File: src/load_pkg.sv
package load_pkg;

    // ******************************************************************
    // widths
    // ******************************************************************

    localparam int xlen = 32;  // rv32 data and address width.
    localparam int rob_tag_w = 6;  // reorder buffer tag width.

    // ******************************************************************
    // encodings
    // ******************************************************************

    typedef enum logic [6:0] {
        OP_LOAD = 7'b0000011,
        OP_IMM = 7'b0010011,
        OP_STORE = 7'b0100011,
        OP_BRANCH = 7'b1100011
    } opcode_e;

    typedef enum logic [1:0] {
        BYTE = 2'b00,
        HALF = 2'b01,
        WORD = 2'b10
    } mem_size_e;  // funct3[1:0] of a load.

    typedef enum logic [1:0] {
        IDLE = 2'b00,
        WAIT_MEM = 2'b01,
        DONE = 2'b10
    } load_state_e;

    // ******************************************************************
    // packets
    // ******************************************************************

    typedef struct packed {
        logic [11:0] imm;
        logic [4:0] rs1;
        logic [2:0] funct3;
        logic [4:0] rd;
        opcode_e opcode;
    } inst_t;  // i-type view of the instruction word.

    typedef struct packed {
        logic issue_valid;
        inst_t inst;
        logic [xlen-1:0] rs1_value;
        logic [rob_tag_w-1:0] rob_tag;
    } fu_in_packet_t;

    typedef struct packed {
        logic [xlen-1:0] addr;
        mem_size_e size;
        logic is_unsigned;
        logic legal;  // opcode and funct3 name a real load.
        logic [rob_tag_w-1:0] rob_tag;
    } access_t;

    typedef struct packed {
        logic [xlen-1:0] addr;
        mem_size_e size;
    } mem_req_t;

    typedef struct packed {
        logic done;
        logic error;
        logic [rob_tag_w-1:0] rob_tag;
        logic [xlen-1:0] value;
    } fu_out_packet_t;

endpackage

File: src/load_extend.sv
module load_extend (
    input logic [31:0] rdata,
    input logic [1:0] lane,
    input load_pkg::mem_size_e size,
    input logic is_unsigned,
    output logic [31:0] value
);

    import load_pkg::*;

    logic [7:0] byte_sel;
    logic [15:0] half_sel;

    // ******************************************************************
    // byte lane selection
    // ******************************************************************

    assign byte_sel = rdata[{lane, 3'b000} +: 8];  // one of four lanes.
    assign half_sel = lane[1] ? rdata[31:16] : rdata[15:0];  // upper or lower half.

    // ******************************************************************
    // extension
    // ******************************************************************

    always_comb begin
        case (size)
            BYTE: begin
                value = is_unsigned ? {24'd0, byte_sel} : {{24{byte_sel[7]}}, byte_sel};
            end
            HALF: begin
                value = is_unsigned ? {16'd0, half_sel} : {{16{half_sel[15]}}, half_sel};
            end
            default: begin
                value = rdata;  // a word needs no extension.
            end
        endcase
    end

endmodule

File: config.mk
export PLATFORM = sky130hd
export DESIGN_NAME = load_extend
export DESIGN_NICKNAME = d
export VERILOG_FILES = /design/src/load_pkg.sv /design/src/load_extend.sv
export SDC_FILE = /design/constraint.sdc
export NUM_CORES = 1
export LEC_CHECK = 0
export BUFFER_PORTS_ARGS = -buffer_cell sky130_fd_sc_hd__buf_2
export CAP_MARGIN = 40
export CORE_MARGIN = 1.5
export CORE_UTILIZATION = 38
export DETAILED_ROUTE_END_ITERATION = 7
export PLACE_DENSITY = 0.84
export SETUP_SLACK_MARGIN = 0.05
export SLEW_MARGIN = 20
export SYNTH_ARGS = -nofsm -noshare
export SYNTH_HDL_FRONTEND = slang
export SYNTH_SLANG_ARGS = --single-unit
export TNS_END_PERCENT = 5
File: constraint.sdc
create_clock -name vclk -period 2.2
set_input_delay 0.33 -clock vclk [all_inputs]
set_output_delay 0.33 -clock vclk [all_outputs]
set_load 0.02 [all_outputs]
* Word-level counts from Yosys, hierarchy flattened
Cells that the tools add are included.
** Operators by class
- Equal/unequal tests :: 1
- Shift operators :: 1
- Muxes and demuxes :: 4
- Reduce and logical (&&, ||, !) cells :: 1
** Operator list (count)
- 2-to-1 mux 32 bit :: 2
- one-hot mux 32 bit (2 select lines) :: 1
- indexed part select 32 x 6 -> 8 bit :: 1
- 2-to-1 mux 16 bit :: 1
- == test 2 x 1 -> 1 bit, second input constant :: 1
- zero test 2 bit :: 1
** Storage, ports and cells
- Register bits after elaboration :: 0
- Bits of input ports :: 37
- Output and inout bits :: 32
- Word-level logic and storage cells :: 7

* Depth between registers and ports, before layout
- Depth in word-level cells :: 3
- Depth in mapped cells :: 6
- Depth with buffers taken out :: 4

* Worst setup path before layout
Ideal clock, no wire load.
- Path type :: input to output
- Start point :: input lane[0]
- End point :: output value[4]
- Arrival :: 1.423 ns
- Data required time :: 1.870 ns
- Setup slack :: 0.447 ns
- Stages on the path :: 5
- Path buffers :: 1
- Cells stage by stage :: nor2b_2 > buf_2 > nor2b_1 > a22oi_1 > o21ai_0
** On the way
- Longest elaborated chain between the ends :: 3
** RTL lines
- start, declared :: line load_extend.sv:3 : input logic [1:0] lane,
- indexed part select 32 x 6 -> 8 bit :: line load_extend.sv:18 : assign byte_sel = rdata[{lane, 3'b000} +: 8];
- 2-to-1 mux 32 bit :: line load_extend.sv:28 : value = is_unsigned ? {24'd0, byte_sel} : {{24{byte_sel[7]}}, byte_sel};
- one-hot mux 32 bit (2 select lines) :: line load_extend.sv:26 : case (size)
- end, declared :: line load_extend.sv:6 : output logic [31:0] value
No other way between the ends.

* Worst setup path in the final report
- Start point :: input lane[0]
- End point :: output value[15]
Same word-level chain as after synthesis.

==> impl_metrics.yaml <==
cells_and_area:
  seq_cells: 0
  design_area_um2: 1030
  multi_input_area_um2: 627
  area_growth_pct: 48.8
  diodes: 0
  mostFrequentLayoutCells: "buf_2, nand2_1, a221o_1"
  drive_gt1_share_pct: 41.3
  regArea_um2: 0
  nClkBuffers: 0
  num-nets-final: 223
  fillers: 180
  fin_util_pct: 59.9
  final_common_cell: "buf_2"
global_route:
  grt_usage_pct: 20.7
  grt_pass1_wl_mm: 3.39
  grt_overflow: 0
  antenna_found_initial: 0
  grt_pass1_vias: 849
  grt_max_degree: 28
power_and_ir_drop:
  power.total_mw: 0.301
  ir_drop_v: 0.000106
  sw_frac_of_total_pct: 60.3
  p_seq_share_pct: 0
  clockPowerShare_pct: 0
  powerDensity_nw_per_um2: 291
  switchingPower_mw: 0.181
  leakage_nw: 0.651
  p_comb_share_pct: 100.0
  p_int_mw: 0.119
hold_path:
  hold_path.class: "in -> out"
synth:
  syn-num-nets: 159
  synthesis.instances: 122
  synth_area_um2: 694
  seq_area_frac_synth_pct: 0
  ys.warnings.count: 0
  syn_avg_cell_area_um2: 5.69
  synth.distinct_cells: 26
cts:
  cts_setup_buffers: 0
  cts_resized: 0
  hold_buffers: 0
worst_setup_path:
  cp_slowest_cell: "nor4_4"
  path_class: "in -> out"
  required_ns: 1.87
  crit_fanout: 8
  critical_path_arrival_ns: 1.65
  cp-start-kind: "input port"
  end_kind: "output port"
  slowest_delay_ns: 0.41
  critical_path.cell_chain: "buf_2 > mux2i_1 > mux2_4 > nor4_4 > a221o_1 > buf_2"
  crit_top_cell: "buf_2"
placement:
  placed_area_um2: 1030
  hpwl_mm: 1.98
  numPortBuffers: 69
  gp_congestion: 0.858
sta:
  slew_viol_final: 0
  hold_violations: 0
  setup_viol: 0
  fin_tns_setup_ns: 0
  max_freq_mhz: 505
  fin_crit_sh_pct: 90.0
  slew_headroom_pct: 63.4
  min_period_ns: 1.98
  rsz0062_at_grt: "false"
  tightest_slew_ns: 0.545
drt:
  totalWireLength_mm: 2.44
  via_per_inst: 5.11
  first_iter_violations: 12
  vias: 1068
  drc_errors: 0
  wl_per_cell_um: 11.7
  ant_nets: 0
  drt_pass1_iterations: 4
die:
  core_area_um2: 1730
  initial_core_util_pct: 40.2
  ios: 69
  num_rows: 15
  dieArea_um2: 2090
  die_height_um: 45.8
  die_w_um: 45.8
run_status:
  outcome: "completed"
job:
  cap_violations: 0
[layout make-up]
type,instances,area share (%)
tap,25,3.03
multi-input combinational,110,60.7
timing repair buffer,72,35.6
inverter,2,0.726
[power groups by stage]
stage,registers [mW],clock network (mW),logic [mW]
2_1_floorplan,0,0,0.195
3_3_place_gp,0,0,0.295
3_5_place_dp,0,0,0.300
4_1_cts,0,0,0.301
5_1_grt,0,0,0.326
6_report,0,0,0.301
[cells by family (layout without fill, tap and decap cells)]
group                  count (synthesis)  count (layout)  share of synthesized area [%]
multiplexers                           3               3                           5.04
buffers and inverters                 12              74                           9.73
AO/OA/AOI/OAI                         33              33                           37.3
AND/OR/NAND/NOR                       74              74                           47.9
[path summary, 6_finish.rpt]
check / cells after the start / startpoint / to / slack [ns]
max: 6 / lane[0] / value[15] / 0.22
min: 4 / rdata[0] / value[0] / 0.99
[routing by layer]
metal,vias up,global-route usage [%],part of all wire (%)
met3,0,0.397,6.1
li1,556,-,-
met5,-,0,0
met4,0,2.29,0
met2,40,41.1,51
met1,472,24.9,43
[synthesized netlist by cell type]
cell type / number / area share, %
a21o_1: 3 / 3.2
a21oi_1: 3 / 2.2
a221o_1: 8 / 12
a221oi_1: 1 / 1.3
a22oi_1: 5 / 5.4
a2bb2oi_1: 3 / 3.8
a311oi_1: 1 / 1.3
buf_2: 3 / 2.2
buf_4: 3 / 3.2
buf_6: 1 / 1.6
clkbuf_1: 3 / 1.6
inv_1: 2 / 1.1
mux2_4: 1 / 2.2
mux2i_1: 2 / 2.9
nand2_1: 55 / 30
nand2_2: 1 / 0.90
nand2b_1: 6 / 5.4
nor2_1: 4 / 2.2
nor2b_1: 6 / 5.4
nor2b_2: 1 / 1.3
nor4_4: 1 / 3.1
o21ai_0: 1 / 0.72
o21ai_1: 3 / 2.2
o21bai_1: 1 / 1.1
o22a_1: 3 / 3.8
o22ai_1: 1 / 0.90
[worst max-delay path, delay by kind of cell]
| kind | cells | cell delay [ns] |
|---|---|---|
| multiplexers | 2 | 0.43 |
| AO/OA/AOI/OAI | 1 | 0.19 |
| buffers and inverters | 2 | 0.28 |
| AND/OR/NAND/NOR | 1 | 0.41 |
[per-stage QoR]
step           instances  setup slack, ns  hold WS, ns
6_report             209            0.220        0.992
5_1_grt              209            0.141         1.01
4_1_cts              209            0.214        0.991
3_5_place_dp         209            0.218        0.991
3_3_place_gp         209            0.284        0.996
2_1_floorplan        122            0.447        0.835
No activity file was read; power rests on OpenSTA's default activity.
