==> config.mk <==
export PLATFORM = sky130hd
export DESIGN_NAME = load_decode
export DESIGN_NICKNAME = d
export VERILOG_FILES = /design/src/load_pkg.sv /design/src/load_decode.sv
export SDC_FILE = /design/constraint.sdc
export NUM_CORES = 1
export LEC_CHECK = 0
export ABC_AREA = 1
export CORE_MARGIN = 8
export CORE_UTILIZATION = 54
export DETAILED_ROUTE_END_ITERATION = 10
export DONT_BUFFER_PORTS = 1
export PLACE_DENSITY = 0.67
export SLEW_MARGIN = 20
export SYNTH_ARGS = -nofsm -noshare
export SYNTH_HDL_FRONTEND = slang
export SYNTH_SLANG_ARGS = --single-unit
==> constraint.sdc <==
create_clock -name vclk -period 3.25
set_input_delay 0.65 -clock vclk [all_inputs]
set_output_delay 0.65 -clock vclk [all_outputs]
set_load 0.05 [all_outputs]
==> src/load_pkg.sv <==
package load_pkg;

    // ******************************************************************
    // widths
    // ******************************************************************

    localparam int xlen = 32;  // rv32 data and address width.
    localparam int rob_tag_w = 6;  // reorder buffer tag width.

    // ******************************************************************
    // encodings
    // ******************************************************************

    typedef enum logic [6:0] {
        OP_LOAD = 7'b0000011,
        OP_IMM = 7'b0010011,
        OP_STORE = 7'b0100011,
        OP_BRANCH = 7'b1100011
    } opcode_e;

    typedef enum logic [1:0] {
        BYTE = 2'b00,
        HALF = 2'b01,
        WORD = 2'b10
    } mem_size_e;  // funct3[1:0] of a load.

    typedef enum logic [1:0] {
        IDLE = 2'b00,
        WAIT_MEM = 2'b01,
        DONE = 2'b10
    } load_state_e;

    // ******************************************************************
    // packets
    // ******************************************************************

    typedef struct packed {
        logic [11:0] imm;
        logic [4:0] rs1;
        logic [2:0] funct3;
        logic [4:0] rd;
        opcode_e opcode;
    } inst_t;  // i-type view of the instruction word.

    typedef struct packed {
        logic issue_valid;
        inst_t inst;
        logic [xlen-1:0] rs1_value;
        logic [rob_tag_w-1:0] rob_tag;
    } fu_in_packet_t;

    typedef struct packed {
        logic [xlen-1:0] addr;
        mem_size_e size;
        logic is_unsigned;
        logic legal;  // opcode and funct3 name a real load.
        logic [rob_tag_w-1:0] rob_tag;
    } access_t;

    typedef struct packed {
        logic [xlen-1:0] addr;
        mem_size_e size;
    } mem_req_t;

    typedef struct packed {
        logic done;
        logic error;
        logic [rob_tag_w-1:0] rob_tag;
        logic [xlen-1:0] value;
    } fu_out_packet_t;

endpackage

==> src/load_decode.sv <==
module load_decode (
    input load_pkg::fu_in_packet_t fu_in,
    output load_pkg::access_t access
);

    import load_pkg::*;

    logic [xlen-1:0] imm_ext;
    logic funct3_ok;
    logic opcode_ok;

    // i-type immediate, sign bit is instruction bit 31.
    assign imm_ext = {{(xlen-12){fu_in.inst.imm[11]}}, fu_in.inst.imm};

    assign opcode_ok = (fu_in.inst.opcode == OP_LOAD);

    // lb, lh, lw, lbu and lhu are the only defined loads.
    always_comb begin
        case (fu_in.inst.funct3)
            3'd0, 3'd1, 3'd2, 3'd4, 3'd5: funct3_ok = 1'b1;
            default: funct3_ok = 1'b0;
        endcase
    end

    // ******************************************************************
    // access descriptor
    // ******************************************************************

    always_comb begin
        access.addr = fu_in.rs1_value + imm_ext;  // effective address.
        access.size = mem_size_e'(fu_in.inst.funct3[1:0]);
        access.is_unsigned = fu_in.inst.funct3[2];  // lbu and lhu.
        access.legal = opcode_ok && funct3_ok;
        access.rob_tag = fu_in.rob_tag;
    end

endmodule

# [Yosys cells after proc, flatten, opt, wreduce, memory -nomap -nowiden]
# Index checks and enable logic that the tools add are counted.
[word_totals] reg_bits=0 latch_bits=0 ram_bits=0 mem_bits_ro=0 in_bits=71 output_inout_bits=42 wordCells=10 mem_count=0
[classes] add_sub_neg=1 n_mul=0 div=0 order_cmp=0 n_eq_ne=5 shifts=0 mux=1 bitwise_logic=0 n_reduce_logical=3
[ops] cell="adder 32 bit" n=1
[ops] cell="== test 7 x 2 -> 1 bit, second input constant" n=1
[ops] cell="== test 3 bit, second input constant" n=2
[ops] cell="OR reduction 5 bit" n=1
[ops] cell="== test 3 x 1 -> 1 bit, second input constant" n=1
[ops] cell="== test 3 x 2 -> 1 bit, second input constant" n=1
[ops] cell="logical NOT 3 bit" n=1
[ops] cell="logical AND 1 bit" n=1
[ops] cell="two-way mux 1 bit" n=1

# [Logic depth before layout (Yosys ltp)]
[logic_depth] word_depth=4 depth_mapped=12 mapped_depth_nobuf=12

# [Least setup slack after synthesis]
# No wires, ideal clock.
[synth_path] path_type="in2out" start="in fu_in[6] (netlist bit)" end="out access[22] (netlist bit)" t_arrival_ns=2.505 required_ns=2.600 setup_slack_ns=0.095 cell_stages=9 path_buffers=0 path_cell_list="ha_1 fa_1 nand3_1 nand3_2 nand2_1 nand2_2 nand2_1 nand2_2 xor2_1"
[synth_lines] item="start, declared" line="load_decode.sv:2" rtl="input load_pkg::fu_in_packet_t fu_in,"
[synth_lines] item="end, declared" line="load_decode.sv:3" rtl="output load_pkg::access_t access"

==> results.json <==
{
  "totalWireLength_um": 6890,
  "grt_usage_pct": 18.5,
  "yosys.area_share.simple_pct": 52.8,
  "synth_top_family_by_area": "simple AND/OR/NAND/NOR gates",
  "grt_start_max_net_pins": 22,
  "path_class": "primary input to output port",
  "final-max-slew-violation-count": 0,
  "status": "finished, final reports clean",
  "synth_cell_type_count": 22,
  "port_buffers": 0,
  "cap_violations": 0,
  "slowest_stage": "fa_1",
  "post-route-drc-count": 0,
  "wl_per_cell_um": 12.0,
  "grt_pass1_vias": 2569,
  "switchingPower_mw": 0.577,
  "dieHeight_um": 83.8,
  "setup_slack_ns": 0.272,
  "clockBufferCount": 0,
  "cts_setup_buffers": 0,
  "power.density_mw_per_mm2": 303,
  "overflow": 0,
  "leakagePower_nw": 1.83,
  "start_util_pct": 56.5,
  "syn_inst": 508,
  "end_kind": "output port",
  "tightestPinTransition_ns": 0.498,
  "place_hpwl_um": 6320,
  "worstPathArrival_ns": 2.33,
  "p_int_mw": 0.219,
  "swShare_pct": 72.5,
  "setup_viol": 0,
  "rsz0062_at_grt": "no",
  "die_area_sq_mm": 0.00701,
  "clkPwrFrac_pct": 0,
  "pre_cts_slack_ns": 0.261,
  "drt_iter0_markers": 143,
  "cts_resized": 0,
  "synth_fa_ha_area_share_pct": 16.5,
  "ys_seq_area_share_pct": 0,
  "seqCellArea_sq_um": 0,
  "crit_chain": "ha_1 -> fa_1 -> nand3_1 -> nand3_2 -> nand2_1 -> nand2_2 -> nand2_1 -> nand2_2 -> nand2_1 -> nand3_1 -> nand2_1 -> buf_4",
  "cp_data_required_time_ns": 2.60,
  "min_path_type": "primary input to output port",
  "crit_end": "access[30]",
  "synth_warnings": 0,
  "critPathLaunchType": "primary input",
  "place_congestion": 0.918,
  "syn_avg_cell_area_sq_um": 4.88,
  "antenna_left": 0,
  "vias": 2779,
  "antenna_found_initial": 0,
  "cp_max_fo": 4,
  "crit_start": "fu_in[6]",
  "vias_per_cell": 4.86,
  "synthToLayoutAreaGrowth_pct": 6.26,
  "seq_power_share_pct": 0,
  "fin_crit_sh_pct": 91.6,
  "syn-num-nets": 611,
  "comb_power_share_pct": 100.0,
  "timing.final.hold_violations": 0,
  "fp.coreArea_sq_mm": 0.00438,
  "cts_hold_buffers": 0,
  "slew_headroom_pct": 66.8,
  "period_needed_ns": 2.98,
  "muxShareOfSynthArea_pct": 0,
  "antenna_cells": 0,
  "slowest_delay_ns": 0.48,
  "grt_pass1_wl_um": 11500,
  "layout-drive-gt1-share_pct": 9.23,
  "cp_common_cell": "nand2_1",
  "setup_total_negative_slack_ns": 0,
  "vdd_drop_max_v": 0.000182,
  "syn_area_sq_mm": 0.00248,
  "seq_cell_count": 0,
  "fmax_mhz": 336,
  "fin_nets": 625,
  "hold_slack_ns": 1.30,
  "synth-xor-area-share_pct": 5.65,
  "drtPass1Iterations": 5,
  "ioPinCount": 113,
  "synth_compound_area_share_pct": 5.40,
  "die_w_um": 83.8,
  "std_cell_rows": 24
}
==> routing by layer <==
metal / wire length [um] / share of wire, % / GRT usage (%)
met1: 3120 / 45 / 24.0
met3: 531 / 7.7 / 3.61
met5: 0 / 0 / 0
met4: 34 / 0.49 / 0.785
met2: 3200 / 46 / 31.8
==> cell usage in the layout, fill, tap and decap left out <==
cell and n:
a21o_1 1, a21oi_1 19, a21oi_2 1, buf_4 21
fa_1 1, ha_1 31, inv_1 109, inv_2 3
nand2_1 221, nand2_2 14, nand3_1 23, nand3_2 4
nand4_1 4, nor2_1 40, nor2_2 2, nor3_1 4
nor3_2 2, o21a_1 1, o21bai_1 2, or2_4 1
xnor2_1 2, xor2_1 14
==> stage by stage <==
step	power, mW	instances	area [sq um]	utilization, %
2_1_floorplan	0.660	508	2480	-
3_3_place_gp	0.790	572	2630	60.1
3_5_place_dp	0.798	572	2630	60.1
4_1_cts	0.800	572	2630	60.1
5_1_grt	0.867	572	2630	60.1
6_report	0.797	572	2630	60.1
==> power by group through the flow <==
stage	clock network, mW	logic [mW]	registers (mW)
floorplan	0	0.660	0
global placement	0	0.790	0
detailed placement	0	0.798	0
CTS	0	0.800	0
global route	0	0.867	0
finish	0	0.797	0
==> worst max-delay path, delay by kind of cell <==
kind	cells	cell delay [ns]
simple gates	9	0.76
buf+inv	1	0.19
fa+ha+maj	2	0.71
==> Yosys cell counts <==
cell type  count  share of area [%]
a21oi_1       19                3.8
o21a_1         1               0.30
xor2_1        14                4.9
nand4_1        4                1.0
nand3_1       23                4.6
buf_4          9                2.7
nor3_1         4               0.81
nor2_1        40                6.1
a21oi_2        1               0.35
inv_1        109                 17
xnor2_1        2               0.71
ha_1          31                 16
o21bai_1       2               0.61
nor2_2         2               0.50
nor3_2         2               0.81
or2_4          1               0.35
nand3_2        4                1.6
nand2_1      221                 33
fa_1           1               0.81
nand2_2       14                3.5
inv_2          3               0.45
a21o_1         1               0.30
==> how the worst min path moves through the flow <==
stage / startpoint / to / slack, ns / cells past startpoint
after global placement: fu_in[1] / access[1] / 1.30 / 0
final: fu_in[1] / access[1] / 1.30 / 0
after detailed placement: fu_in[1] / access[1] / 1.30 / 0
after CTS: fu_in[1] / access[1] / 1.30 / 0
after floorplan: fu_in[0] / access[0] / 1.47 / 1
after global routing: fu_in[52] / access[7] / 1.30 / 0
==> kinds of logic (layout without fill, tap and decap cells) <==
| family | after synthesis | count (layout) |
|---|---|---|
| buffers and inverters | 121 | 133 |
| adder cells (fa/ha/maj) | 32 | 32 |
| XOR/XNOR | 16 | 16 |
| AO/OA/AOI/OAI | 24 | 24 |
| AND/OR/NAND/NOR | 315 | 315 |
==> area by class of cell <==
cell class	count	area [sq um]
Timing Repair Buffer	21	158
Inverter	112	420
Fill cell	481	1750
Multi-Input combinational cell	387	1990
Tap cell	52	65.1
No activity file was read; power rests on OpenSTA's default activity.
