==> config.mk <==
export PLATFORM = sky130hd
export DESIGN_NAME = load_unit
export DESIGN_NICKNAME = d
export VERILOG_FILES = /design/src/load_pkg.sv /design/src/load_unit.sv
export SDC_FILE = /design/constraint.sdc
export NUM_CORES = 1
export LEC_CHECK = 0
export ABC_CLOCK_PERIOD_IN_PS = 2500
export BUFFER_PORTS_ARGS = -buffer_cell sky130_fd_sc_hd__buf_2
export CORE_MARGIN = 2
export CORE_UTILIZATION = 44
export DETAILED_ROUTE_END_ITERATION = 16
export HOLD_SLACK_MARGIN = 0.12
export PLACE_DENSITY = 0.76
export SLEW_MARGIN = 20
export SYNTH_ARGS = -nofsm -noshare
export SYNTH_HDL_FRONTEND = slang
export SYNTH_SLANG_ARGS = --single-unit
==> constraint.sdc <==
create_clock -name clock -period 2.5 [get_ports clock]
set_input_delay 0.5 -clock clock [delete_from_list [all_inputs] [get_ports clock]]
set_output_delay 0.5 -clock clock [all_outputs]
set_load 0.03 [all_outputs]
==> src/load_pkg.sv <==
package load_pkg;

    // ******************************************************************
    // widths
    // ******************************************************************

    localparam int xlen = 32;  // rv32 data and address width.
    localparam int rob_tag_w = 6;  // reorder buffer tag width.

    // ******************************************************************
    // encodings
    // ******************************************************************

    typedef enum logic [6:0] {
        OP_LOAD = 7'b0000011,
        OP_IMM = 7'b0010011,
        OP_STORE = 7'b0100011,
        OP_BRANCH = 7'b1100011
    } opcode_e;

    typedef enum logic [1:0] {
        BYTE = 2'b00,
        HALF = 2'b01,
        WORD = 2'b10
    } mem_size_e;  // funct3[1:0] of a load.

    typedef enum logic [1:0] {
        IDLE = 2'b00,
        WAIT_MEM = 2'b01,
        DONE = 2'b10
    } load_state_e;

    // ******************************************************************
    // packets
    // ******************************************************************

    typedef struct packed {
        logic [11:0] imm;
        logic [4:0] rs1;
        logic [2:0] funct3;
        logic [4:0] rd;
        opcode_e opcode;
    } inst_t;  // i-type view of the instruction word.

    typedef struct packed {
        logic issue_valid;
        inst_t inst;
        logic [xlen-1:0] rs1_value;
        logic [rob_tag_w-1:0] rob_tag;
    } fu_in_packet_t;

    typedef struct packed {
        logic [xlen-1:0] addr;
        mem_size_e size;
        logic is_unsigned;
        logic legal;  // opcode and funct3 name a real load.
        logic [rob_tag_w-1:0] rob_tag;
    } access_t;

    typedef struct packed {
        logic [xlen-1:0] addr;
        mem_size_e size;
    } mem_req_t;

    typedef struct packed {
        logic done;
        logic error;
        logic [rob_tag_w-1:0] rob_tag;
        logic [xlen-1:0] value;
    } fu_out_packet_t;

endpackage

==> src/load_unit.sv <==
module load_unit (
    input logic clock,
    input logic reset,
    input logic fu_in_valid,
    input load_pkg::access_t access,
    input logic result_ack,
    input logic mem_ack,
    input logic [31:0] ext_value,
    output logic mem_req,
    output load_pkg::mem_req_t mem_cmd,
    output logic [1:0] ext_lane,
    output load_pkg::mem_size_e ext_size,
    output logic ext_unsigned,
    output load_pkg::fu_out_packet_t fu_out,
    output logic busy
);

    import load_pkg::*;

    load_state_e state_q;
    access_t acc_q;  // access held for the whole transaction.

    // ******************************************************************
    // request and extension controls come from the held access
    // ******************************************************************

    assign mem_cmd.addr = acc_q.addr;
    assign mem_cmd.size = acc_q.size;
    assign ext_lane = acc_q.addr[1:0];
    assign ext_size = acc_q.size;
    assign ext_unsigned = acc_q.is_unsigned;

    assign busy = (state_q != IDLE);  // issues are only taken in idle.

    // payload of the access, loaded on an accepted issue.
    always_ff @(posedge clock) begin
        if (state_q == IDLE && fu_in_valid) begin
            acc_q <= access;
        end
    end

    // ******************************************************************
    // control state
    // ******************************************************************

    always_ff @(posedge clock) begin
        if (reset) begin
            state_q <= IDLE;
            mem_req <= 1'b0;
            fu_out <= '0;
        end else begin
            case (state_q)
                IDLE: begin
                    if (fu_in_valid) begin
                        if (access.legal) begin
                            mem_req <= 1'b1;  // request goes out next cycle.
                            state_q <= WAIT_MEM;
                        end else begin
                            // not a load, complete at once with the error flag.
                            fu_out.done <= 1'b1;
                            fu_out.error <= 1'b1;
                            fu_out.rob_tag <= access.rob_tag;
                            fu_out.value <= '0;
                            state_q <= DONE;
                        end
                    end
                end
                WAIT_MEM: begin
                    if (mem_ack) begin
                        mem_req <= 1'b0;
                        fu_out.done <= 1'b1;
                        fu_out.error <= 1'b0;
                        fu_out.rob_tag <= acc_q.rob_tag;
                        fu_out.value <= ext_value;  // word is valid with the ack.
                        state_q <= DONE;
                    end
                end
                DONE: begin
                    // result is held here until the reorder buffer takes it.
                end
                default: begin
                    state_q <= IDLE;
                end
            endcase

            // an acknowledge wins over every update above.
            if (result_ack) begin
                fu_out <= '0;
                mem_req <= 1'b0;
                state_q <= IDLE;
            end
        end
    end

endmodule

# After elaboration in Yosys (flattened, before gate mapping)
# Cells that the tools add are included.
# Widths: inputs -> output; s select.
[op_classes]
n_eq_ne = 6
n_mux = 12
n_bitwise = 1
n_reduce_logical = 8
[op_table]
columns = ["operator", "count"]
rows = [
  ["$mux 40", 3],
  ["$pmux 40 s2", 1],
  ["$ne 2x2->1 const B", 4],
  ["$reduce_and 4->1", 2],
  ["$mux 2", 3],
  ["$pmux 2 s3", 1],
  ["$reduce_bool 2->1", 2],
  ["$mux 1", 3],
  ["$reduce_and 3->1", 1],
  ["$eq 2x1->1 const B", 1],
  ["$eq 2x2->1 const B", 1],
  ["$logic_not 2->1", 1],
  ["$pmux 1 s2", 1],
  ["$reduce_or 2->1", 1],
  ["$logic_and 1x1->1", 1],
  ["$not 1->1", 1],
]
[word_totals]
regBits = 84
input_bits = 79
out_inout_bits = 81
word_cells = 37

# Depth between registers and ports, before layout
# Gate-level depths: netlist (run 1).
[depth]
ltp_word = 3
depth_mapped = 5
ltp_nobuf = 3

# Least setup slack after synthesis (run 1)
# Ideal clock, no wire load.
[synth_timing]
path_kind = "register -> register"
from = "register state_q[1]"
to = "register acc_q[0] in the netlist's numbering (enable)"
setup_time_ns = 0.402
arrival_time_ns = 1.701
required_ns = 2.098
path_slack_ns = 0.397
stages_incl_launch_ff = 4
n_path_buf = 1
synth_period_minus_slack_ns = 2.103
cell_sequence = "dfxtp_1 -> buf_2 -> nor2_1 -> and2_1"
[synth_between]
elab_chain_len = 2
[synth_rtl]
columns = ["item", "line", "rtl"]
rows = [
  ["start: declaration", "load_unit.sv:20", "load_state_e state_q;"],
  ["start signal: assignment", "load_unit.sv:48", "state_q <= IDLE;"],
  ["start signal: assignment", "load_unit.sv:57", "state_q <= WAIT_MEM;"],
  ["start signal: assignment", "load_unit.sv:64", "state_q <= DONE;"],
  ["$logic_not 2->1", "load_unit.sv:37", "if (state_q == IDLE && fu_in_valid) begin"],
  ["$logic_and 1x1->1", "load_unit.sv:37", ""],
  ["end signal: assignment", "load_unit.sv:38", "acc_q <= access;"],
  ["end: declaration", "load_unit.sv:21", "access_t acc_q;"],
]
# No other way between the ends.
# A chain may end at the register's enable or synchronous reset.

# Final worst setup path (run 1)
[layout_timing]
from = "register state_q[1]"
to = "output port busy"
[layout_between]
elab_chain_len = 1
[layout_rtl]
columns = ["item", "line", "rtl"]
rows = [
  ["$reduce_bool 2->1", "load_unit.sv:33", "assign busy = (state_q != IDLE);"],
  ["end: declaration", "load_unit.sv:15", "output logic busy"],
]
# No other way between the ends.

==> flow_metrics.py, run 1 <==
metrics = {
    "outcome": {
        "status": "complete, no violations",
    },
    "timing": {
        "fin_crit_sh_pct": 73.12,
        "period_needed_ns": 1.828,
        "fin_ws_ns": 0.6721,
        "fmax_ghz": 0.5471,
        "slew_violations": 0,
        "setup-violations-final": 0,
        "rsz0062_at_grt": "false",
        "whs_ns": 0.3285,
        "fin_skew_ns": 0.006870,
        "worst_pin_slew_ns": 0.5124,
        "timing.slew.headroom_pct": 65.84,
        "setup_tns_ns": 0,
        "finalHoldViolCount": 0,
    },
    "worst_setup_path": {
        "arrival_ns": 1.33,
        "crit_type": "reg -> out",
        "slowest_delay_ns": 0.58,
        "crit_slowest_cell": "dfxtp_1",
        "start_kind": "register",
        "path_cells": "nor2_1 -> inv_1 -> buf_2",
        "required_ns": 2.00,
        "critical_path.endpoint_type": "output pin",
        "path_max_fanout": 12,
    },
    "clock_tree": {
        "cts_made_buffers": 9,
        "root_buffer": "clkbuf_8",
        "htreeDepth": 3,
        "post_cts_resized": 0,
        "clk-insertion-delay-late_ns": 0.34,
        "cts_tree": "done",
        "post_cts_buffers": 0,
        "clk_pin_slew_ns": 0.08,
        "ctsHoldBuffers": 0,
        "clock_sinks": 84,
        "cts_buffer_depth": 2,
    },
    "drt": {
        "vias": 2054,
        "wire_per_inst_microns": 13.86,
        "vias_per_cell": 4.856,
        "wirelength_microns": 5862,
        "drtAntennaViolNets": 0,
        "first_pass_iters": 4,
        "drt_iter0_drc": 66,
        "drc": 0,
    },
    "pwr": {
        "ir_drop_uv": 295.9,
        "p_leak_nw": 1.764,
        "p_total_mw": 2.896,
        "p_per_area_mw_per_mm2": 756.2,
    },
    "placed_design": {
        "dpl.cell_count": 407,
        "pre_cts_slack_ns": 0.7429,
        "place.gp.congestion": 0.8117,
        "place_area_sq_mm": 0.003593,
        "hpwlAfterDp_microns": 4203,
        "portBuffers": 159,
    },
    "cells_and_area": {
        "final-instance-count-excl-fill": 423,
        "finish.utilization_pct": 57.00,
        "nets": 417,
        "diodes": 0,
        "area_growth_pct": 26.59,
        "drive_gt1_share_pct": 53.35,
        "nFillCells": 568,
        "final_cell_area_sq_mm": 0.003830,
    },
    "logic_synthesis": {
        "synth_top_area_share_pct": 40.69,
        "synth.area.mux_share_pct": 0,
        "synthSimpleGateAreaFrac_pct": 4.425,
        "synth-compound-area-share_pct": 13.73,
        "ys.flop_type": "dfxtp_1",
        "avgSynthCellArea_sq_um": 14.27,
        "synth_area_leaders": "edfxtp_1, dfxtp_1, buf_4, a22o_1, a221oi_1",
        "yosysUniqueCellTypes": 24,
        "synthCells": 212,
        "synthTopCellsByCount": "dfxtp_1, edfxtp_1, buf_4",
        "synth_most_common_cell": "dfxtp_1",
        "synth-seq-cells": 84,
        "synth-xor-area-share_pct": 0,
        "synth_top_family_by_area": "compound AO/OA/AOI/OAI gates",
        "synthAdderAreaFrac_pct": 0,
        "synth_area_sq_mm": 0.003025,
        "synth_top_area_cell": "edfxtp_1",
        "synth_nets": 291,
        "synth_seq_area_share_pct": 69.15,
        "synth_edf_count": 41,
        "yosys_warnings": 0,
        "synthArstFlopShare_pct": 0,
    },
    "hold_path": {
        "holdCritPathClass": "in -> reg",
    },
    "grt": {
        "antenna_found_initial": 0,
        "grt_usage_pct": 14.98,
        "grt_pass1_wl_microns": 8569,
        "grt_pass1_vias": 1875,
        "grt-ovfl-total": 0,
        "grt_max_degree": 42,
    },
    "floorplanning": {
        "die-height_microns": 86.92,
        "core_area_sq_mm": 0.006719,
        "die_width_microns": 86.92,
        "pin_count": 160,
        "row_count": 30,
        "initial_core_util_pct": 45.03,
        "fp.dieArea_sq_mm": 0.007555,
    },
    "job": {
        "cap_viol_max_count": 0,
    },
}
==> cell type report <==
| cell class | count | area (sq um) | share of cell area, % |
|---|---|---|---|
| multi-input cells | 73 | 553.0 | 14.44 |
| clock buffers | 12 | 166.4 | 4.345 |
| inverters | 8 | 30.03 | 0.7841 |
| clock inverters | 4 | 70.07 | 1.829 |
| flip-flops and latches | 84 | 2092 | 54.62 |
| repair buffers | 162 | 818.3 | 21.37 |
| well taps | 80 | 100.1 | 2.614 |
==> per-layer routing <==
metal  track usage, %  up-vias  share of wire [%]
met3            5.308        6                 12
met2            23.59      129                 45
met1            17.92      927                 42
met5                0        -                  0
li1                 -      992                  -
met4            8.097        0                1.4
==> cells in the final DEF, fill, tap and decap left out <==
master	count
buf_2	159
a31oi_1	2
nand3b_1	1
inv_1	8
dfxtp_1	43
nor3b_1	1
a22o_1	32
o21ai_0	7
nor2_1	4
nor2b_1	1
nor4b_4	1
nand2_1	1
a221oi_1	6
nor3_1	4
clkbuf_1	1
or3b_2	1
edfxtp_1	41
and2_2	1
or2_2	1
and3b_1	1
nor3_4	1
clkbuf_8	10
a21oi_1	7
clkbuf_16	1
clkinv_2	2
nor2_2	1
buf_4	3
bufinv_16	2
==> power breakdown <==
group / switching (mW) / total (mW) / internal (mW)
registers: 0.0167 / 1.52 / 1.50
clock network: 0.450 / 1.10 / 0.648
logic: 0.184 / 0.278 / 0.0942
total: 0.651 / 2.90 / 2.24
==> cell families (layout without fill, tap and decap cells) <==
kind of cell    count (synthesis)  count (layout)
compound gates                 54              54
buf+inv                        55             186
flops                          84              84
simple gates                   19              19
==> sequential cells by signal, indices dropped and copies added (netlist names) <==
register	flops
acc_q	6
fu_out	40
ext_size	2
mem_req	1
ext_lane	2
ext_unsigned	1
state_q	2
mem_cmd	30
==> worst max-delay path, delay by kind of cell, from the launching register on <==
kind / cells / cell delay (ns)
and+or+nand+nor: 1 / 0.15
DFF: 1 / 0.58
buffers and inverters: 2 / 0.27
==> worst paths after layout <==
check | from | endpoint | slack [ns] | cells after the start
worst max register to register | state_q[1]$_SDFFE_PP0P_ | fu_out[6]$_SDFFE_PP0P_ | 0.83 | 4
worst max-delay path | state_q[1]$_SDFFE_PP0P_ | busy | 0.67 | 3
worst min-delay path | access[33] | mem_cmd[25]$_DFFE_PP_ | 0.33 | 1
worst min register to register | fu_out[37]$_SDFFE_PP0P_ | fu_out[37]$_SDFFE_PP0P_ | 0.47 | 2
(Power assumes the default switching activity.)
==> run 2, diff against run 1 <==
--- a/config.mk
+++ b/config.mk
@@ -5,13 +5,14 @@
 export SDC_FILE = /design/constraint.sdc
 export NUM_CORES = 1
 export LEC_CHECK = 0
-export ABC_CLOCK_PERIOD_IN_PS = 2500
+export ABC_AREA = 1
+export ABC_CLOCK_PERIOD_IN_PS = 1500
 export BUFFER_PORTS_ARGS = -buffer_cell sky130_fd_sc_hd__buf_2
 export CORE_MARGIN = 2
-export CORE_UTILIZATION = 44
+export CORE_UTILIZATION = 41
 export DETAILED_ROUTE_END_ITERATION = 16
 export HOLD_SLACK_MARGIN = 0.12
-export PLACE_DENSITY = 0.76
+export PLACE_DENSITY = 0.74
 export SLEW_MARGIN = 20
 export SYNTH_ARGS = -nofsm -noshare
 export SYNTH_HDL_FRONTEND = slang
==> constraint.sdc (replaced) <==
create_clock -name clock -period 1.5 [get_ports clock]
set_input_delay 0.3 -clock clock [delete_from_list [all_inputs] [get_ports clock]]
set_output_delay 0.3 -clock clock [all_outputs]
set_load 0.03 [all_outputs]
==> run 2 against run 1 <==
Synthesized cell count increased by 44%. Setup slack got worse by 0.51 ns. Clock-buffer cell count decreased by 2. Combinational power increased by 110%. Register-to-register slack got worse by 0.65 ns. Die area increased by 14%. Cell area increased by 10%. Worst hold slack got worse by 0.18 ns. Largest cell class unchanged.
==> flow_metrics.py, run 2 <==
metrics = {
    "outcome": {
        "status": "complete, no violations",
    },
    "logic_synthesis": {
        "synthCells": 306,
        "avgSynthCellArea_sq_um": 10.57,
        "synthArstFlopShare_pct": 0,
        "synth_top_area_cell": "edfxtp_1",
        "synth-seq-cells": 84,
        "synth_area_leaders": "edfxtp_1, dfxtp_1, nand2_1, buf_4, a21oi_1",
        "synth_edf_count": 41,
        "yosys_warnings": 0,
        "synth_most_common_cell": "nand2_1",
        "synth_top_area_share_pct": 38.07,
        "yosysUniqueCellTypes": 19,
        "synth_nets": 385,
        "synthTopCellsByCount": "nand2_1, dfxtp_1, edfxtp_1",
        "synth_seq_area_share_pct": 64.68,
        "ys.flop_type": "dfxtp_1",
        "synth_area_sq_mm": 0.003234,
    },
    "cells_and_area": {
        "layout.cells.most_common": "buf_2",
        "regMostFlops": "fu_out",
        "final_cell_mix": "buf_2, nand2_1, edfxtp_1, dfxtp_1, a21oi_1",
        "nets": 527,
        "area_growth_pct": 30.25,
        "nFillCells": 710,
        "drive_gt1_share_pct": 43.49,
        "largest_reg_flops": 40,
        "diodes": 0,
    },
    "timing": {
        "worst_pin_slew_ns": 0.4043,
        "setup_tns_ns": 0,
        "fmax_ghz": 0.7474,
        "whs_ns": 0.1437,
        "finalHoldViolCount": 0,
        "timing.slew.headroom_pct": 73.05,
        "setup-violations-final": 0,
        "period_needed_ns": 1.338,
        "rsz0062_at_grt": "false",
        "fin_skew_ns": 0.008769,
        "fin_crit_sh_pct": 89.19,
        "slew_violations": 0,
    },
    "grt": {
        "gr-usage-met1_pct": 18.97,
        "top_usage_layer": "met2",
        "use_met3_pct": 4.719,
        "antenna_found_initial": 0,
        "grt_max_degree": 43,
        "grt-ovfl-total": 0,
        "grt_pass1_vias": 2323,
        "grt_usage_pct": 15.73,
        "grt_pass1_wl_microns": 10610,
        "met2_usage_pct": 26.69,
    },
    "drt": {
        "vias": 2464,
        "wire_per_inst_microns": 12.41,
        "vias_per_cell": 4.440,
        "first_pass_iters": 4,
        "drtAntennaViolNets": 0,
        "wirelength_microns": 6887,
        "drc": 0,
        "drt_iter0_drc": 48,
    },
    "floorplanning": {
        "die-height_microns": 92.82,
        "core_area_sq_mm": 0.007687,
        "pin_count": 160,
        "initial_core_util_pct": 42.07,
        "row_count": 32,
        "fp.dieArea_sq_mm": 0.008616,
        "die_width_microns": 92.82,
    },
    "worst_setup_path": {
        "critical_path.endpoint_type": "output pin",
        "required_ns": 1.20,
        "crit_type": "reg -> out",
        "arrival_ns": 1.04,
        "start_kind": "register",
        "r2r_setup_slack_ns": 0.18,
        "path_max_fanout": 6,
    },
    "clock_tree": {
        "root_buffer": "clkbuf_8",
        "clk-insertion-delay-late_ns": 0.33,
        "cts_buffer_depth": 2,
        "post_cts_resized": 0,
        "htreeDepth": 3,
        "clock_sinks": 84,
        "cts_made_buffers": 9,
        "clk_pin_slew_ns": 0.08,
        "cts_tree": "done",
    },
    "pwr": {
        "p_leak_nw": 1.863,
        "seq_power_share_pct": 56.2,
        "power_frac_comb_pct": 12.9,
        "swShare_pct": 25.65,
        "power_frac_clock_pct": 30.8,
        "power.switching_mw": 1.158,
        "p_int_mw": 3.357,
        "ir_drop_uv": 410.4,
        "p_per_area_mw_per_mm2": 1072,
    },
    "placed_design": {
        "portBuffers": 159,
        "hpwlAfterDp_microns": 4973,
        "place.gp.congestion": 0.7519,
    },
    "job": {
        "cap_viol_max_count": 0,
    },
    "hold_path": {
        "holdCritPathClass": "in -> reg",
    },
}
run 2: changes by cell type in the layout (fill, tap and decap cells not counted), moves of 6 or more:
cell	delta
nand2_1	+96
a22o_1	-32
a21oi_1	+25
dlygate4sd3_1	+16
nor2_1	+8
a21oi_2	+7
a221oi_1	-6
o21ai_0	-6
run 2: cell families (layout without fill, tap and decap cells):
logic type             after synthesis  after routing  share of synthesized area (%)
buffers and inverters               65            212                          13.69
flip-flops                          84             84                          64.68
AO/OA/AOI/OAI                       40             40                          7.002
AND/OR/NAND/NOR                    117            117                          14.62
run 2: what timing repair did:
action	CTS	global route
hold endpoints to repair	10	6
buffers inserted	0	0
endpoints found under the setup margin	0	0
hold buffers	10	6
run 2: per-layer routing:
layer	routed length [microns]	share of wire, %
met1	2870	42
met2	3297	48
met3	654	9.5
met4	64	0.93
met5	0	0
run 2: area by class of cell:
type,count,area [sq um],share of cell area (%)
flip-flops and latches,84,2097,49.78
repair buffers,180,1031,24.47
multi-input cells,157,714.4,16.96
clock buffers,10,137.6,3.267
well taps,102,127.6,3.029
inverters,16,65.06,1.544
clock inverters,6,40.04,0.9504
run 2: worst max-delay path: stages (launching register included):
cell	delay, ns
dfxtp_4	0.38
nor2_4	0.11
inv_4	0.05
buf_2	0.17
run 2: power groups by stage:
stage	Clock (mW)	Combinational, mW	Sequential [mW]
3_3_place_gp	0	0.550	2.59
2_1_floorplan	0	0.387	2.62
6_report	1.39	0.584	2.54
5_1_grt	1.55	0.630	2.55
3_5_place_dp	0	0.558	2.59
4_1_cts	1.46	0.579	2.54
run 2: final timing paths:
kind                                start                      end  depth (start not counted)
hold / removal                 access[22]    mem_cmd[14]$_DFFE_PP_                          1
setup reg to reg  state_q[0]$_SDFFE_PP0P_  fu_out[20]$_SDFFE_PP0P_                          7
setup / recovery  state_q[1]$_SDFFE_PP0P_                     busy                          3
hold reg to reg   fu_out[39]$_SDFFE_PP0P_  fu_out[39]$_SDFFE_PP0P_                          2
run 2: per-stage QoR:
| step | area [sq um] | util (%) | worst slack [ns] | power (mW) | instances |
|---|---|---|---|---|---|
| final | 4213 | 54.80 | 0.1621 | 4.515 | 555 |
| after detailed placement | 3875 | 50.41 | 0.2112 | 3.149 | 523 |
| after global routing | 4213 | 54.80 | 0.07325 | 4.723 | 555 |
| after floorplan | 3257 | - | -0.08892 | 3.008 | 306 |
| after global placement | 3875 | 50.41 | 0.2389 | 3.139 | 523 |
| after CTS | 4153 | 54.02 | 0.1362 | 4.576 | 549 |
==> run 3, diff against run 2 <==
--- a/config.mk
+++ b/config.mk
@@ -9,10 +9,11 @@
 export ABC_CLOCK_PERIOD_IN_PS = 1500
 export BUFFER_PORTS_ARGS = -buffer_cell sky130_fd_sc_hd__buf_2
 export CORE_MARGIN = 2
-export CORE_UTILIZATION = 41
+export CORE_UTILIZATION = 25
 export DETAILED_ROUTE_END_ITERATION = 16
+export GPL_TIMING_DRIVEN = 0
 export HOLD_SLACK_MARGIN = 0.12
-export PLACE_DENSITY = 0.74
+export PLACE_DENSITY = 0.49
 export SLEW_MARGIN = 20
 export SYNTH_ARGS = -nofsm -noshare
 export SYNTH_HDL_FRONTEND = slang
==> run 3 against run 2 <==
Register-to-register slack better by 0.02 ns. Total power up 28%. Non-clock buffer count up 44. Worst hold slack worse by 0.0075 ns. Highest routed layer unchanged.
==> flow_metrics.py, run 3 (same netlist as run 2, synthesis figures left out) <==
metrics = {
    "timing": {
        "fin_ws_ns": 0.1520,
        "timing.slew.headroom_pct": 57.25,
        "worst_pin_slew_ns": 0.6413,
        "finalHoldViolCount": 0,
        "slew_violations": 0,
        "fin_crit_sh_pct": 89.86,
        "period_needed_ns": 1.348,
        "fmax_ghz": 0.7419,
        "setup-violations-final": 0,
        "rsz0062_at_grt": "false",
        "fin_skew_ns": 0.004892,
        "whs_ns": 0.1363,
    },
    "worst_setup_path": {
        "r2r_setup_slack_ns": 0.20,
        "crit_type": "reg -> out",
        "rr_startpoint": "state_q[0]$_SDFFE_PP0P_",
        "arrival_ns": 1.05,
        "worstReg2RegEnd": "fu_out[5]$_SDFFE_PP0P_",
        "setup.worst_path.end": "ext_lane[1]",
        "critical_path.endpoint_type": "output pin",
        "start_kind": "register",
        "required_ns": 1.20,
        "r2r_cells": 7,
        "crit_start": "ext_lane[1]$_DFFE_PP_",
        "path_max_fanout": 2,
    },
    "drt": {
        "first_pass_iters": 4,
        "drtAntennaViolNets": 0,
        "drc": 0,
        "wirelength_microns": 7960,
        "vias_per_cell": 3.930,
        "wire_per_inst_microns": 11.90,
        "drt_iter0_drc": 90,
        "vias": 2629,
    },
    "floorplanning": {
        "core_area_sq_mm": 0.01262,
        "initial_core_util_pct": 25.63,
        "row_count": 41,
        "die_width_microns": 117.7,
        "pin_count": 160,
        "die-height_microns": 117.7,
        "fp.dieArea_sq_mm": 0.01386,
    },
    "clock_tree": {
        "clk-insertion-delay-late_ns": 0.34,
        "clk_pin_slew_ns": 0.06,
        "clock_sinks": 84,
        "post_cts_resized": 0,
        "cts_tree": "done",
        "cts_buffer_depth": 2,
        "htreeDepth": 3,
        "root_buffer": "clkbuf_16",
        "cts_made_buffers": 9,
    },
    "cells_and_area": {
        "regMostFlops": "fu_out",
        "final_cell_mix": "buf_2, nand2_1, edfxtp_1, dfxtp_1, buf_4",
        "largest_reg_flops": 40,
        "layout.cells.most_common": "buf_2",
        "diodes": 0,
        "seq_area_sq_mm": 0.002097,
        "drive_gt1_share_pct": 48.29,
        "multi_input_area_sq_um": 714.4,
        "nFillCells": 1306,
        "nets": 571,
        "area_growth_pct": 47.93,
    },
    "grt": {
        "gr-usage-met1_pct": 14.17,
        "antenna_found_initial": 0,
        "use_met3_pct": 4.554,
        "grt-ovfl-total": 0,
        "grt_usage_pct": 11.88,
        "met2_usage_pct": 18.71,
        "grt_pass1_wl_microns": 12940,
        "grt_max_degree": 29,
        "top_usage_layer": "met2",
        "grt_pass1_vias": 2651,
    },
    "placed_design": {
        "pre_cts_slack_ns": -0.1693,
        "portBuffers": 159,
        "hpwlAfterDp_microns": 5832,
        "place.gp.congestion": 0.7244,
    },
    "outcome": {
        "status": "complete, no violations",
    },
    "pwr": {
        "p_per_area_mw_per_mm2": 1206,
        "p_leak_nw": 2.147,
        "ir_drop_uv": 607.5,
    },
    "hold_path": {
        "hold_path_depth": 1,
        "holdCritPathClass": "in -> reg",
        "worstHoldStart": "access[24]",
    },
    "job": {
        "cap_viol_max_count": 0,
    },
}
-- run 3: changes by cell type in the layout (fill, tap and decap cells not counted), sizes merged --
cell	before	now
inv	15	16
dlygate4sd3	16	13
buf	164	208
clkbuf	10	12
bufinv	0	3
clkinvlp	3	1
clkinv	4	3
-- run 3: cell type report --
cell class | instances | area share [%]
clock buffers | 9 | 4.707
well taps | 172 | 4.498
clock inverters | 7 | 2.380
repair buffers | 175 | 20.35
multi-input cells | 157 | 14.93
inverters | 16 | 1.360
flip-flops and latches | 84 | 43.83
plain buffers | 49 | 7.950
-- run 3: critical path, cell delays in order, from the launching register on --
cell and delay (ns):
edfxtp_1 0.40, buf_4 0.15, buf_2 0.17
-- run 3: per-layer routing --
| metal | up-vias | wire length, microns |
|---|---|---|
| met1 | 1167 | 3545 |
| met2 | 125 | 3514 |
| met5 | - | 0 |
| li1 | 1325 | - |
| met4 | 0 | 178 |
| met3 | 12 | 721 |
-- run 3: what timing repair did --
item | in CTS | in global routing
setup endpoints to repair | 28 | 30
setup buffers | 1 | 1
endpoints found under the hold margin | 13 | 0
pin swaps | 1 | 1
hold buffers | 13 | 0
-- run 3: worst min path at each step --
stage                     slack (ns)                 endpoint
after floorplan                 0.40       acc_q[0]$_DFFE_PP_
after global placement          0.43  fu_out[39]$_SDFFE_PP0P_
after detailed placement        0.44  fu_out[39]$_SDFFE_PP0P_
after CTS                       0.12    mem_cmd[30]$_DFFE_PP_
after global routing            0.12    mem_cmd[21]$_DFFE_PP_
final                           0.14    mem_cmd[16]$_DFFE_PP_
-- run 3: report_power, final --
| group | internal [mW] | total (mW) | switching [mW] |
|---|---|---|---|
| clock network | 1.62 | 2.54 | 0.916 |
| registers | 2.51 | 2.54 | 0.0316 |
| logic | 0.294 | 0.689 | 0.396 |
| total | 4.43 | 5.77 | 1.34 |
-- run 3: per-stage QoR --
step | setup TNS (ns) | power (mW) | instances | area, sq um | util [%]
5_1_grt | 0 | 6.011 | 669 | 4785 | 37.91
2_1_floorplan | -3.655 | 3.008 | 306 | 3257 | -
3_5_place_dp | -3.863 | 3.257 | 638 | 4288 | 33.98
3_3_place_gp | -17.94 | 3.241 | 637 | 4268 | 33.82
6_report | 0 | 5.768 | 669 | 4785 | 37.91
4_1_cts | 0 | 5.878 | 668 | 4777 | 37.85
